**src/design/i2s_defines.svh**
```systemverilog
`ifndef I2S_DEFINES_SVH
`define I2S_DEFINES_SVH

// ======================================================================
// serial audio timing constants
// ======================================================================

// bits in one channel sample
`define I2S_SAMPLE_W	32

// bit slots per lrclk period, left plus right
`define I2S_FRAME_BITS	64

// h2f_clk0 cycles per bclk half-period, 1 or more
`define I2S_BCLK_HALF	2

`endif

```
**src/design/i2s_pkg.sv**
```systemverilog
`default_nettype none

`include "i2s_defines.svh"

package i2s_pkg;

	// ======================================================================
	// stereo frame as held by the FIFOs
	// ======================================================================
	typedef struct packed {
		logic [`I2S_SAMPLE_W-1:0]	left;	// goes out first, bits 63..32
		logic [`I2S_SAMPLE_W-1:0]	right;	// bits 31..0
	} i2s_frame_t;

	// ======================================================================
	// bit timing marks from the clock generator
	// ======================================================================
	typedef struct packed {
		logic	bclk_fall;	// first cycle of a new slot
		logic	bclk_rise;	// mid slot, data sample point
		logic [$clog2(`I2S_FRAME_BITS)-1:0]	index;	// slot 0..63
	} i2s_slot_t;

	// capture machine
	typedef enum logic [1:0] {
		XFER_IDLE,	// capture off
		XFER_ARM,	// enabled, waiting for slot 0
		XFER_RUN	// whole frames go to the FIFO
	} xfer_state_e;

endpackage

`default_nettype wire

```
**src/design/i2s_audio_top.sv**
```systemverilog
`timescale 1ns/10ps
`default_nettype none

module i2s_audio_top
	import i2s_pkg::*;
(
	input  wire			h2f_clk0,
	input  wire			h2f_nrst,

	// ======================================================================
	// playback FIFO, show-ahead
	// ======================================================================
	input  wire			play_enable,
	input  wire			play_empty,
	input  wire i2s_frame_t	play_frame,
	output logic		play_read,

	// ======================================================================
	// capture FIFO
	// ======================================================================
	input  wire			cap_enable,
	input  wire			cap_full,
	output i2s_frame_t	cap_frame,
	output logic		cap_write,

	// ======================================================================
	// I2S pins, master mode
	// ======================================================================
	input  wire			din,
	output logic		bclk,
	output logic		lrclk,
	output logic		dout
);

	i2s_slot_t	slot;		// timing marks to all blocks
	logic		load;		// serializer reload
	logic		load_mute;	// reload with zeros

	// bclk, lrclk and slot marks
	i2s_clock_gen u_clock_gen (
		.h2f_clk0	(h2f_clk0),
		.h2f_nrst	(h2f_nrst),
		.slot		(slot),
		.bclk		(bclk),
		.lrclk		(lrclk)
	);

	// FIFO strobes and capture FSM
	i2s_xfer_ctrl u_xfer_ctrl (
		.h2f_clk0		(h2f_clk0),
		.h2f_nrst		(h2f_nrst),
		.slot			(slot),
		.play_enable	(play_enable),
		.play_empty		(play_empty),
		.play_read		(play_read),
		.load			(load),
		.load_mute		(load_mute),
		.cap_enable		(cap_enable),
		.cap_full		(cap_full),
		.cap_write		(cap_write)
	);

	// playback serializer
	i2s_shift_out u_shift_out (
		.h2f_clk0	(h2f_clk0),
		.h2f_nrst	(h2f_nrst),
		.slot		(slot),
		.load		(load),
		.load_mute	(load_mute),
		.play_frame	(play_frame),
		.dout		(dout)
	);

	// capture deserializer
	i2s_shift_in u_shift_in (
		.h2f_clk0	(h2f_clk0),
		.h2f_nrst	(h2f_nrst),
		.slot		(slot),
		.din		(din),
		.cap_frame	(cap_frame)
	);

endmodule

`default_nettype wire

```
**src/design/i2s_clock_gen.sv**
```systemverilog
`timescale 1ns/10ps
`default_nettype none

`include "i2s_defines.svh"

module i2s_clock_gen
	import i2s_pkg::*;
(
	input  wire		h2f_clk0,
	input  wire		h2f_nrst,
	output i2s_slot_t	slot,	// marks and slot index
	output logic		bclk,
	output logic		lrclk
);

	localparam int HALF		= `I2S_BCLK_HALF;
	localparam int HCNT_W	= (HALF > 1) ? $clog2(HALF) : 1;
	localparam int IDX_W	= $clog2(`I2S_FRAME_BITS);
	localparam int LAST		= `I2S_FRAME_BITS - 1;	// slot 63
	localparam int LR_FIRST	= `I2S_SAMPLE_W - 1;	// lrclk high from slot 31
	localparam int LR_LAST	= `I2S_FRAME_BITS - 2;	// ... to slot 62

	logic [HCNT_W-1:0]	hcnt;		// cycles into the bclk half
	logic [IDX_W-1:0]	idx_q;		// current slot
	logic [IDX_W-1:0]	idx_nxt;	// slot opened by the next fall
	logic				half_done;	// last cycle of a half period
	logic				fall_q;
	logic				rise_q;

	assign half_done = (hcnt == HCNT_W'(HALF - 1));
	assign idx_nxt = (idx_q == IDX_W'(LAST)) ? '0 : idx_q + 1'b1;	// wrap at 64

	// ======================================================================
	// bclk divider and slot counter
	// ======================================================================
	always_ff @(posedge h2f_clk0 or negedge h2f_nrst) begin
		if (!h2f_nrst) begin
			hcnt	<= '0;
			bclk	<= 1'b0;	// idle low
			lrclk	<= 1'b0;
			idx_q	<= '0;
			fall_q	<= 1'b0;
			rise_q	<= 1'b0;
		end else begin
			fall_q <= 1'b0;	// marks are single cycle
			rise_q <= 1'b0;
			if (half_done) begin
				hcnt <= '0;
				bclk <= ~bclk;
				if (bclk) begin	// high to low, a slot begins
					fall_q	<= 1'b1;
					idx_q	<= idx_nxt;
					// lrclk moves with bclk fall, one slot ahead of the MSB
					lrclk	<= (idx_nxt >= IDX_W'(LR_FIRST)) && (idx_nxt <= IDX_W'(LR_LAST));
				end else begin
					rise_q	<= 1'b1;	// low to high, sample point
				end
			end else begin
				hcnt <= hcnt + 1'b1;
			end
		end
	end

	// marks line up with the bclk level they announce
	assign slot = '{bclk_fall: fall_q, bclk_rise: rise_q, index: idx_q};

	// every fall is followed by a rise one half period later
	a_fall_then_rise: assert property (@(posedge h2f_clk0) disable iff (!h2f_nrst)
		slot.bclk_fall |-> !slot.bclk_rise ##HALF slot.bclk_rise);

endmodule

`default_nettype wire

```
**src/design/i2s_shift_in.sv**
```systemverilog
`timescale 1ns/10ps
`default_nettype none

`include "i2s_defines.svh"

module i2s_shift_in
	import i2s_pkg::*;
(
	input  wire			h2f_clk0,
	input  wire			h2f_nrst,
	input  wire i2s_slot_t	slot,
	input  wire			din,
	output i2s_frame_t	cap_frame	// last whole frame
);

	localparam int MSB	= `I2S_FRAME_BITS - 1;
	localparam int IDX_W	= $clog2(`I2S_FRAME_BITS);

	logic [MSB:0]	asm_q;		// frame under assembly
	logic			last_slot;	// sampling the right LSB

	assign last_slot = (slot.index == IDX_W'(MSB));

	// ======================================================================
	// deserializer, din sampled mid slot
	// ======================================================================
	always_ff @(posedge h2f_clk0 or negedge h2f_nrst) begin
		if (!h2f_nrst) begin
			asm_q		<= '0;
			cap_frame	<= '0;
		end else if (slot.bclk_rise) begin
			asm_q[MSB - slot.index] <= din;	// slot k lands in bit 63 - k
			if (last_slot)
				cap_frame <= {asm_q[MSB:1], din};	// hold until next frame
		end
	end

endmodule

`default_nettype wire

```
**src/design/i2s_shift_out.sv**
```systemverilog
`timescale 1ns/10ps
`default_nettype none

`include "i2s_defines.svh"

module i2s_shift_out
	import i2s_pkg::*;
(
	input  wire			h2f_clk0,
	input  wire			h2f_nrst,
	input  wire i2s_slot_t	slot,
	input  wire			load,		// slot 63 fall
	input  wire			load_mute,	// no frame this period
	input  wire i2s_frame_t	play_frame,	// show-ahead FIFO head
	output logic		dout
);

	localparam int MSB = `I2S_FRAME_BITS - 1;

	logic [MSB:0]	hold;	// next frame to send
	logic [MSB:0]	shreg;	// bits left in the current frame

	// ======================================================================
	// holding register, filled one slot before the frame starts
	// ======================================================================
	always_ff @(posedge h2f_clk0) begin
		if (load)
			hold <= load_mute ? '0 : play_frame;	// silence on underrun
	end

	// ======================================================================
	// serializer, one bit per slot, MSB first
	// ======================================================================
	always_ff @(posedge h2f_clk0 or negedge h2f_nrst) begin
		if (!h2f_nrst) begin
			dout	<= 1'b0;
			shreg	<= '0;
		end else if (slot.bclk_fall) begin
			if (slot.index == '0) begin	// new frame, left MSB
				dout	<= hold[MSB];
				shreg	<= {hold[MSB-1:0], 1'b0};
			end else begin
				dout	<= shreg[MSB];	// bit 63 - slot
				shreg	<= {shreg[MSB-1:0], 1'b0};
			end
		end
	end

endmodule

`default_nettype wire

```
**src/design/i2s_xfer_ctrl.sv**
```systemverilog
`timescale 1ns/10ps
`default_nettype none

`include "i2s_defines.svh"

module i2s_xfer_ctrl
	import i2s_pkg::*;
(
	input  wire			h2f_clk0,
	input  wire			h2f_nrst,
	input  wire i2s_slot_t	slot,

	// playback side
	input  wire			play_enable,
	input  wire			play_empty,
	output logic		play_read,	// pops one frame
	output logic		load,		// serializer takes a frame
	output logic		load_mute,	// ... or zeros

	// capture side
	input  wire			cap_enable,
	input  wire			cap_full,
	output logic		cap_write	// pushes cap_frame
);

	localparam int IDX_W	= $clog2(`I2S_FRAME_BITS);
	localparam int LAST		= `I2S_FRAME_BITS - 1;
	localparam int SLOT_CYC	= 2 * `I2S_BCLK_HALF;	// h2f_clk0 cycles per slot
	localparam int WHOLE_CYC	= LAST * SLOT_CYC + `I2S_BCLK_HALF;	// first RUN cycle to push

	logic			frame_edge;	// fall that opens slot 63
	logic			frame_mid;	// rise inside slot 63
	logic			slot0_edge;	// fall that opens slot 0
	logic			pop;
	logic			wr_pend;	// frame complete, write next cycle
	xfer_state_e	state;
	xfer_state_e	state_nxt;

	assign frame_edge	= slot.bclk_fall && (slot.index == IDX_W'(LAST));
	assign frame_mid	= slot.bclk_rise && (slot.index == IDX_W'(LAST));
	assign slot0_edge	= slot.bclk_fall && (slot.index == '0);

	// ======================================================================
	// playback, one pop per lrclk period at most
	// ======================================================================
	assign pop			= frame_edge & play_enable & ~play_empty;	// flags gate the strobe
	assign play_read	= pop;
	assign load			= frame_edge;	// serializer reloads every period
	assign load_mute	= frame_edge & ~pop;	// nothing popped, send silence

	// ======================================================================
	// capture FSM
	// ======================================================================
	always_comb begin
		state_nxt = state;
		case (state)
			XFER_IDLE: begin
				if (cap_enable)
					state_nxt = XFER_ARM;
			end
			XFER_ARM: begin
				if (!cap_enable)
					state_nxt = XFER_IDLE;
				else if (slot0_edge)	// align to a frame start
					state_nxt = XFER_RUN;
			end
			XFER_RUN: begin
				if (!cap_enable)
					state_nxt = XFER_IDLE;
			end
			default: state_nxt = XFER_IDLE;
		endcase
	end

	always_ff @(posedge h2f_clk0 or negedge h2f_nrst) begin
		if (!h2f_nrst) begin
			state	<= XFER_IDLE;
			wr_pend	<= 1'b0;
		end else begin
			state	<= state_nxt;
			wr_pend	<= (state == XFER_RUN) && frame_mid;	// last bit sampled now
		end
	end

	// full drops the frame, no retry
	assign cap_write = wr_pend & ~cap_full;

	// a pop is followed one slot later by the slot 0 fall that sends its MSB
	a_pop_then_slot0: assert property (@(posedge h2f_clk0) disable iff (!h2f_nrst)
		play_read |-> !play_empty ##SLOT_CYC slot0_edge);

	// a push needs capture running since the start of its frame
	a_push_whole_frame: assert property (@(posedge h2f_clk0) disable iff (!h2f_nrst)
		cap_write |-> $past(state == XFER_RUN, WHOLE_CYC));

endmodule

`default_nettype wire

```
**config.mk**
```make
export PLATFORM = sky130hd
export DESIGN_NAME = i2s_audio_top
export DESIGN_NICKNAME = d
export VERILOG_FILES = /design/src/design/i2s_pkg.sv /design/src/design/i2s_audio_top.sv /design/src/design/i2s_clock_gen.sv /design/src/design/i2s_shift_in.sv /design/src/design/i2s_shift_out.sv /design/src/design/i2s_xfer_ctrl.sv
export VERILOG_INCLUDE_DIRS = /design/src /design/src/design
export SDC_FILE = /design/constraint.sdc
export NUM_CORES = 1
export LEC_CHECK = 0
export BUFFER_PORTS_ARGS = -buffer_cell sky130_fd_sc_hd__buf_2
export CAP_MARGIN = 25
export CORE_MARGIN = 5
export CORE_UTILIZATION = 39
export DETAILED_ROUTE_END_ITERATION = 10
export PLACE_DENSITY_LB_ADDON = 0.12
export RECOVER_POWER = 100
export SYNTH_ARGS = -nofsm -noshare
export SYNTH_HDL_FRONTEND = slang
export SYNTH_SLANG_ARGS = --single-unit
```
**constraint.sdc**
```tcl
create_clock -name h2f_clk0 -period 4.36 [get_ports h2f_clk0]
set_input_delay 0.872 -clock h2f_clk0 [delete_from_list [all_inputs] [get_ports h2f_clk0]]
set_output_delay 0.872 -clock h2f_clk0 [all_outputs]
set_load 0.01 [all_outputs]
```
# --- Word-level counts from Yosys, hierarchy flattened ---
# Cells that the tools add are included.
totals:
  reg_bits: 271
  input_bits: 71
classes:
  n_reduce_logical: 11
  order_cmp: 4
  bitwise: 8
  n_eq_ne: 6
  add_sub_neg: 3
  mux: 16
ops:
  columns: ["operator", "n"]
  rows:
  - ["64-bit bitwise mux", 1]
  - ["64-bit 2-to-1 mux", 1]
  - ["32-bit by 1-bit >= comparator with 1-bit output, second input constant", 1]
  - ["32-bit by 7-bit less-than comparator with 1-bit output, second input constant", 1]
  - ["2-bit 2-to-1 mux", 4]
  - ["1-bit 2-to-1 mux", 7]
  - ["6-bit by 6-bit subtractor with 7-bit output, first input constant", 1]
  - ["6-bit by 1-bit adder with 6-bit output, second input constant", 1]
  - ["1-bit demux with 6-bit select", 1]
  - ["6-bit equality test, second input constant", 1]
  - ["6-bit by 5-bit >= comparator with 1-bit output, second input constant", 1]
  - ["6-bit less-or-equal comparator, second input constant", 1]
  - ["1-bit logical AND", 6]
  - ["6-bit logical NOT", 1]
  - ["6-bit 2-to-1 mux", 1]
  - ["2-bit case mux with 3 select lines", 1]
  - ["1-bit AND", 4]
  - ["2-bit inequality test, second input constant", 2]
  - ["1-bit NOT", 4]
  - ["2-bit AND reduction", 2]
  - ["3-bit by 2-bit inequality test with 1-bit output, second input constant", 1]
  - ["3-bit AND reduction", 1]
  - ["2-bit by 1-bit equality test with 1-bit output, second input constant", 1]
  - ["2-bit equality test, second input constant", 1]
  - ["other kinds (2)", 2]

# --- Depth between registers and ports, before layout ---
# Gate-level depths: netlist (run 1).
logic_depth:
  ltp_word: 6
  mapped_depth: 8
  ltp_nobuf: 6

# --- By module ---
# A second synthesis (run 1) with hierarchy kept.
hier_totals:
  cells_unflattened: 946
  hier_area_um2: 11604.9
modules_own_cells:
  columns: ["mod", "instances", "area_each_um2", "cells_each"]
  rows:
  - ["i2s_shift_out", 1, 5562.8, 498]
  - ["i2s_shift_in", 1, 5282.6, 373]
  - ["i2s_clock_gen", 1, 550.5, 53]
  - ["i2s_xfer_ctrl", 1, 209.0, 22]

# --- Worst setup path after synthesis (run 1) ---
# OpenSTA, ideal clock, no wires.
synth_path:
  kind: "flip-flop to output port"
  from: "register u_clock_gen.idx_q[0]"
  to: "output port play_read"
  arrival_ps: 2684
  t_required_ps: 3488
  stages_incl_launch_ff: 6
  setup_slack_ps: 804
  cell_sequence: "dfrtp_1 ha_1 clkbuf_1 nand4_1 inv_1 and3_1"
synth_via:
  elab_chain_len: 4
synth_lines:
  columns: ["item", "line", "rtl"]
  rows:
  - ["start, declared", "i2s_clock_gen.sv:24", "logic [IDX_W-1:0] idx_q;"]
  - ["start signal, assigned", "i2s_clock_gen.sv:52", "idx_q <= idx_nxt;"]
  - ["6-bit equality test", "i2s_xfer_ctrl.sv:39", "assign frame_edge = slot.bclk_fall && (slot.index == IDX_W'(LAST));"]
  - ["1-bit logical AND", "i2s_xfer_ctrl.sv:39", null]
  - ["net load", "i2s_audio_top.sv:36", "logic load;"]
  - ["1-bit AND (2 in series)", "i2s_xfer_ctrl.sv:46", "assign pop = frame_edge & play_enable & ~play_empty;"]
  - ["end, declared", "i2s_audio_top.sv:16", "output logic play_read,"]
# The timed path passes the listed nets, and every way through them passes these cells.

# --- Worst setup path after layout (run 1) ---
layout_path:
  from: "register u_clock_gen.idx_q[5]"
  to: "output port play_read"
# Same word-level chain as after synthesis.

==> run metrics, run 1 <==
number of buffer and inverter instances along the worst setup path 3; utilization after layout 0.467; summed negative setup slack over all endpoints 0 ns; min-delay worst type reg2reg; worst max-slew margin expressed relative to the limit -0.776; slack of the critical path 0.812 ns; Final Hold Vio Count 0; clock buffers created by TritonCTS 30; kind of critical path reg2out; number of distinct library cell variants in the gate-level netlist after synthesis 42; power per unit of standard cell area 418 nW/µm²; r2r setup slk about 0.91 ns; failing checks capacitance limit, slew limit; destination of the critical timing path play_read; total of cells resized after clock tree synthesis 0; Syn Inst Count ~840; Worst Reg2Reg Path Length in Cells 5; wirelength, routed 22.0 mm; clock tree skew after final layout between 0.02 and 0.025 ns; number of hold buffers added after CTS 0; overall die area between 30000 and 40000 µm²; most used cells in the layout excluding fill and tap cells sky130_fd_sc_hd__dfrtp_1 (204), sky130_fd_sc_hd__mux2_2 (126), sky130_fd_sc_hd__nor2_1 (77); TritonCTS clock tree done; Skew-Pair Late Insertion Delay between 0.5 and 0.6 ns; buffer type at the clock tree root sky130_fd_sc_hd__clkbuf_16; 1st-pass router iterations 4; share of the yosys chip area belonging to registers 0.634; H-tree lvl count 1; P&R area growth vs syn 17.7%; fraction of final layout cells sized beyond drive strength 1 0.261; input/output buffers 139; Final Max Tran Viols 253; gpl congestion between 0.7 and 0.8; global-route congestion overflow total 0; detailed placer's ending HPWL between 10 and 15 mm; transition at the pin with the smallest max-transition slack about 2.7 ns; result of the run finished, violations left; maxcap violations 5; die height 179 µm; syn avg cell area approximately 13 µm²; num ports 140; count of cell instances traversed by the critical path 6; area of the core 28000 µm²; clock input transition at the sequential cells of the worst setup and hold paths around 0.060 ns; number of nets in the synthesized netlist ~900; GRT Total Usage 0.140; number of global-route vias before repair roughly 6.6k; number of buffers on the longest clock path 3; async set-reset flop share out of synthesis 0.762; Site Rows between 60 and 70; remaining antenna violation count after routing 0; Cell Area, Synth between 10000 and 15000 µm²; source of the worst register-to-register timing path u_clock_gen.idx_q[5]; # diodes 0; end of the worst register-to-register path u_shift_out.hold[25]; post-detailed-route via-to-cell ratio approximately 4.7; Setup WS pre-CTS between 1.5 and 2 ns; fin crit share 0.814; Design Power ~5500 µW; iteration-0 DRC count of the detailed router 375; kind of start point of the critical path register; Critical Path Fanout Max 11; Required @ worst endpoint 3.49 ns; via count approximately 6.5k; wire length of the first global-routing pass between 30 and 40 mm; final cell count without fillers ~1.4k; Final Critical Period 3.55 ns; Critical Path AT 2.68 ns; net count reported at finish ~1.1k; Synth warnings 0; static leakage power 0.00600 µW; Fmax achieved ~0.28 GHz; die width ~180 µm; category of the worst setup path capture point primary output; Post-CTS Setup Bufs 0; initial antenna violation count 0; clock sink count between 200 and 300; slowest stage cell, crit path sky130_fd_sc_hd__dfrtp_1; final setup violating endpoints 0; most common flop cell mapped by yosys sky130_fd_sc_hd__dfrtp_1; effective utilization at floorplan 0.397; maximum number of pins on one net before global-route repair between 100 and 150; setup repair after global routing missed its margin no; largest delay contributor family on the critical path simple AND/OR/NAND/NOR gates; count of flip-flops with a built-in enable after synthesis between 60 and 70; Crit path largest cell delay 0.57 ns; remaining design rule violation count 0; leading cell type in the layout, fill and taps excluded sky130_fd_sc_hd__dfrtp_1; Peak supply drop ~0.00025 V; synthesized flop and latch total approximately 270; worst setup path start u_clock_gen.idx_q[5]; fillcell total around 2.7k; chain of cells forming the critical path inv_1 > nor2_1 > nand4_1 > clkinv_1 > and3_1 > clkbuf_1; Post-Place Cells 1324; Routed WL per cell around 16 µm
## layout make-up
| type | count | area [µm²] | share of cell area |
|---|---|---|---|
| multi-input cells | 518 | 3720 | 0.284 |
| clock inverters | 15 | 244 | 0.0186 |
| flip-flops and latches | 269 | 7060 | 0.539 |
| inverters | 9 | 33.8 | 0.00258 |
| well taps | 378 | 473 | 0.0361 |
| repair buffers | 150 | 716 | 0.0547 |
| clock buffers | 40 | 848 | 0.0648 |
## report_power, final
group,internal (µW),switching [µW],leakage [µW],total (µW)
logic,61.3,68.4,0.00219,130
registers,2610,15.1,0.00328,2620
clock network,1720,1000,0.000529,2720
## how the worst min path moves through the flow
stage / startpoint / endpoint / cells after the start
finish: u_xfer_ctrl.state[0] / u_xfer_ctrl.wr_pend / 1
global route: u_xfer_ctrl.state[0] / u_xfer_ctrl.wr_pend / 1
CTS: h2f_nrst / u_shift_out.shreg[20] / 1
detailed placement: u_xfer_ctrl.state[0] / u_xfer_ctrl.wr_pend / 1
global placement: u_xfer_ctrl.state[0] / u_xfer_ctrl.wr_pend / 1
floorplan: u_xfer_ctrl.state[0] / u_xfer_ctrl.wr_pend / 1
## routing by layer
metal	up-vias	global-route usage	routed length (µm)
met5	-	0	0
met4	0	0.0368	525
met3	36	0.0274	1070
met2	131	0.225	10100
met1	3111	0.194	10300
li1	3190	-	-
## cell usage after synthesis (2+ instances only)
cell	count	share of area
sky130_fd_sc_hd__a21oi_1	65	0.029
sky130_fd_sc_hd__buf_2	11	0.0049
sky130_fd_sc_hd__buf_4	2	0.0013
sky130_fd_sc_hd__buf_6	11	0.011
sky130_fd_sc_hd__clkbuf_1	22	0.0074
sky130_fd_sc_hd__dfrtp_1	205	0.46
sky130_fd_sc_hd__edfxtp_1	64	0.17
sky130_fd_sc_hd__ha_1	4	0.0045
sky130_fd_sc_hd__inv_1	8	0.0027
sky130_fd_sc_hd__mux2_2	126	0.13
sky130_fd_sc_hd__mux2i_1	64	0.058
sky130_fd_sc_hd__nand2_1	71	0.024
sky130_fd_sc_hd__nand2b_1	4	0.0022
sky130_fd_sc_hd__nand3_1	4	0.0018
sky130_fd_sc_hd__nand3b_1	2	0.0013
sky130_fd_sc_hd__nand4_1	3	0.0017
sky130_fd_sc_hd__nor2_1	76	0.026
sky130_fd_sc_hd__nor2b_1	66	0.037
sky130_fd_sc_hd__nor3_1	2	0.00090
sky130_fd_sc_hd__nor3_2	3	0.0027
sky130_fd_sc_hd__nor3_4	2	0.0029
sky130_fd_sc_hd__o21ai_0	4	0.0018
sky130_fd_sc_hd__or3_1	3	0.0017
sky130_fd_sc_hd__xnor2_1	2	0.0016
## state kept, by name, summed over array words and instances, names as in the netlist
signal                 count
u_xfer_ctrl.state          2
u_shift_in.cap_frame      64
u_shift_in.asm_q          63
u_clock_gen.fall_q         1
u_shift_out.hold          64
u_shift_out.shreg         63
u_clock_gen.bclk           1
u_xfer_ctrl.wr_pend        1
u_clock_gen.rise_q         1
u_shift_out.dout           1
u_clock_gen.lrclk          1
u_clock_gen.half_done      1
u_clock_gen.idx_q          6
## metrics by stage
stage               area (µm²)  hold WS (ns)
floorplan                11100         0.431
global placement         12100         0.453
detailed placement       12200         0.461
CTS                      13300         0.413
global route             13100         0.492
finish                   13100         0.467
## cell families after synthesis
kind of cell,after synthesis,share of synthesized area
buffers and inverters,55,0.0279
AO/OA/AOI/OAI,76,0.0368
XOR/XNOR,3,0.00236
AND/OR/NAND/NOR,244,0.108
adder cells (fa/ha/maj),4,0.00450
flip-flops,269,0.634
multiplexers,191,0.186
## worst register-to-register path, cell delays in order, from the launching register on
cell and delay (ns):
sky130_fd_sc_hd__dfrtp_1 0.57, sky130_fd_sc_hd__inv_1 0.17, sky130_fd_sc_hd__nor2_1 0.54, sky130_fd_sc_hd__nand4_1 0.41, sky130_fd_sc_hd__clkinv_1 0.14, sky130_fd_sc_hd__clkbuf_2 1.21
Power figures use the tool's default switching activity.
==> run 2, diff against run 1 <==
ABC_AREA = 1   (was default)
clock period = 2.9 ns   (was 4.36 ns; I/O delays follow)
==> run metrics, run 2 <==
num ports 140; kind of start point of the critical path register; TritonCTS clock tree done; P&R area growth vs syn 12.3%; GRT Total Usage 0.152; most used cells in the layout excluding fill and tap cells sky130_fd_sc_hd__dfrtp_1 (204), sky130_fd_sc_hd__a21oi_1 (182), sky130_fd_sc_hd__nand2_1 (110); clock tree skew after final layout just over 0.006 ns; transition at the pin with the smallest max-transition slack 1.64 ns; remaining antenna violation count after routing 0; area of the core 29500 µm²; Site Rows 63; fin crit share 0.882; syn avg cell area around 11 µm²; final setup violating endpoints 0; number of distinct library cell variants in the gate-level netlist after synthesis 33; post-detailed-route via-to-cell ratio 4.97; Cell Area, Synth about 12000 µm²; maximum number of pins on one net before global-route repair 79; failing checks capacitance limit, slew limit; setup repair after global routing missed its margin no; async set-reset flop share out of synthesis 0.762; number of global-route vias before repair roughly 7.7k; Critical Path Fanout Max 8; cell taking the most area after synthesis sky130_fd_sc_hd__dfrtp_1; # diodes 0; Peak supply drop roughly 0.00043 V; synthesized flop and latch total approximately 270; Final Max Tran Viols 33; leading cell type in the layout, fill and taps excluded sky130_fd_sc_hd__dfrtp_1; remaining design rule violation count 0; summed negative setup slack over all endpoints 0 ns; final hold slack about 0.3 ns; clock input transition at the sequential cells of the worst setup and hold paths 0.06 ns; Fmax achieved about 0.39 GHz; cell types occupying the most area after synthesis sky130_fd_sc_hd__dfrtp_1 (44%), sky130_fd_sc_hd__edfxtp_1 (17%), sky130_fd_sc_hd__a21oi_1 (7.9%), sky130_fd_sc_hd__mux2_4 (7.5%), sky130_fd_sc_hd__nand2_1 (3.6%); start point of the worst hold path play_frame[17]; Skew-Pair Late Insertion Delay between 0.5 and 0.6 ns; Routed WL per cell 16.4 µm; final cell count without fillers approximately 1.6k; 1st-pass router iterations 4; H-tree lvl count 1; share of the yosys chip area belonging to registers 0.609; effective utilization at floorplan 0.393; overall die area 33200 µm²; Final Hold Vio Count 0; clock buffers created by TritonCTS 29; worst setup path start u_clock_gen.idx_q[1]; leading cell type by number of instances after synthesis sky130_fd_sc_hd__dfrtp_1; number of nets in the synthesized netlist approximately 1.1k; global-route congestion overflow total 0; maxcap violations 2; result of the run finished, violations left; source of the worst register-to-register timing path u_clock_gen.idx_q[1]; min-delay worst type in2reg; Synth warnings 0; number of buffers on the longest clock path 3; Post-Place Cells 1520; buffer type at the clock tree root sky130_fd_sc_hd__clkbuf_16; largest registers u_shift_in.cap_frame (64), u_shift_out.hold (64); static leakage power 0.00604 µW; top-area cell type share of the netlist area 0.443; wire length of the first global-routing pass approximately 42 mm; die height around 180 µm; input/output buffers about 140; total of cells resized after clock tree synthesis 0; initial antenna violation count 0; power per unit of standard cell area around 580 nW/µm²; iteration-0 DRC count of the detailed router 524; worst max-slew margin expressed relative to the limit -0.103; clock sink count between 200 and 300; Critical Path AT around 2 ns; post-route standard cell area excluding fillers 13000 µm²; wirelength, routed 25.9 mm; category of the worst setup path capture point primary output; net count reported at finish around 1.2k; placed inst area 12500 µm²; Required @ worst endpoint about 2.3 ns; Syn Inst Count ~1.0k; die width 182 µm; via count roughly 8k; most common flop cell mapped by yosys sky130_fd_sc_hd__dfrtp_1; count of flip-flops with a built-in enable after synthesis 64; detailed placer's ending HPWL ~16 mm; fillcell total slightly below 3k; most common library cells after synthesis sky130_fd_sc_hd__dfrtp_1 (205), sky130_fd_sc_hd__a21oi_1 (182), sky130_fd_sc_hd__nand2_1 (110); kind of critical path reg2out; fraction of final layout cells sized beyond drive strength 1 0.120; gpl congestion ~0.75; Final Critical Period ~2.6 ns; utilization after layout 0.441
==> run 2: layout make-up <==
cell class	instances	area, µm²	area share
clock inverter	1	5.00	0.000385
sequential	269	7050	0.543
tap	390	488	0.0376
clock buffer	50	906	0.0697
multi-input combinational	604	3390	0.261
timing repair buffer	161	786	0.0605
inverter	97	364	0.0280
==> run 2: repair_timing <==
action,4_1_cts,5_1_grt
buffers inserted,0,0
hold buffers,1,0
hold endpoints to repair,5,0
==> run 2: logic make-up after synthesis <==
family / share of synthesized area
AOI/OAI and AO/OA: 0.121
DFF: 0.609
and+or+nand+nor: 0.115
muxes: 0.0752
xor gates and xnor gates: 0.00151
buffers and inverters: 0.0738
adders and majority gates: 0.00432
==> run 2: worst max-delay path, cell delays in order, from the launching register on <==
cell	delay [ns]
sky130_fd_sc_hd__dfrtp_1	0.47
sky130_fd_sc_hd__ha_1	0.26
sky130_fd_sc_hd__nand2_1	0.10
sky130_fd_sc_hd__nor2_2	0.16
sky130_fd_sc_hd__inv_2	0.10
sky130_fd_sc_hd__nor4_1	0.17
sky130_fd_sc_hd__clkbuf_1	0.18
==> run 2: power by group <==
part	internal [µW]	total, µW	switching (µW)	leakage [µW]
combinational	63.0	176	113	0.00245
clock	2090	3520	1420	0.000445
sequential	3890	3890	5.27	0.00314
==> run 2: final timing paths <==
kind	depth (start not counted)	slack (ns)	to
worst max-delay path	6	0.34	play_read
worst min-delay path	3	0.30	u_shift_out.hold[17]
worst max register to register	6	0.39	u_shift_out.hold[57]
worst min register to register	1	0.48	u_clock_gen.half_done
max in group asynchronous	3	0.61	u_shift_in.cap_frame[42]
min in group asynchronous	2	0.88	u_shift_in.cap_frame[14]
==> run 2: stage by stage <==
step	worst slack [ns]	total power (µW)
after detailed placement	0.682	4150
after global routing	0.165	7860
after global placement	0.718	4150
after CTS	0.278	7690
final	0.342	7580
after floorplan	0.158	4020
==> run 2: layer usage <==
metal | up-vias | track usage | wire length [µm]
met5 | - | 0 | 0
met4 | 0 | 0.0360 | 585
met3 | 38 | 0.0247 | 1190
met2 | 190 | 0.231 | 11300
met1 | 3750 | 0.229 | 12800
li1 | 3840 | - | -
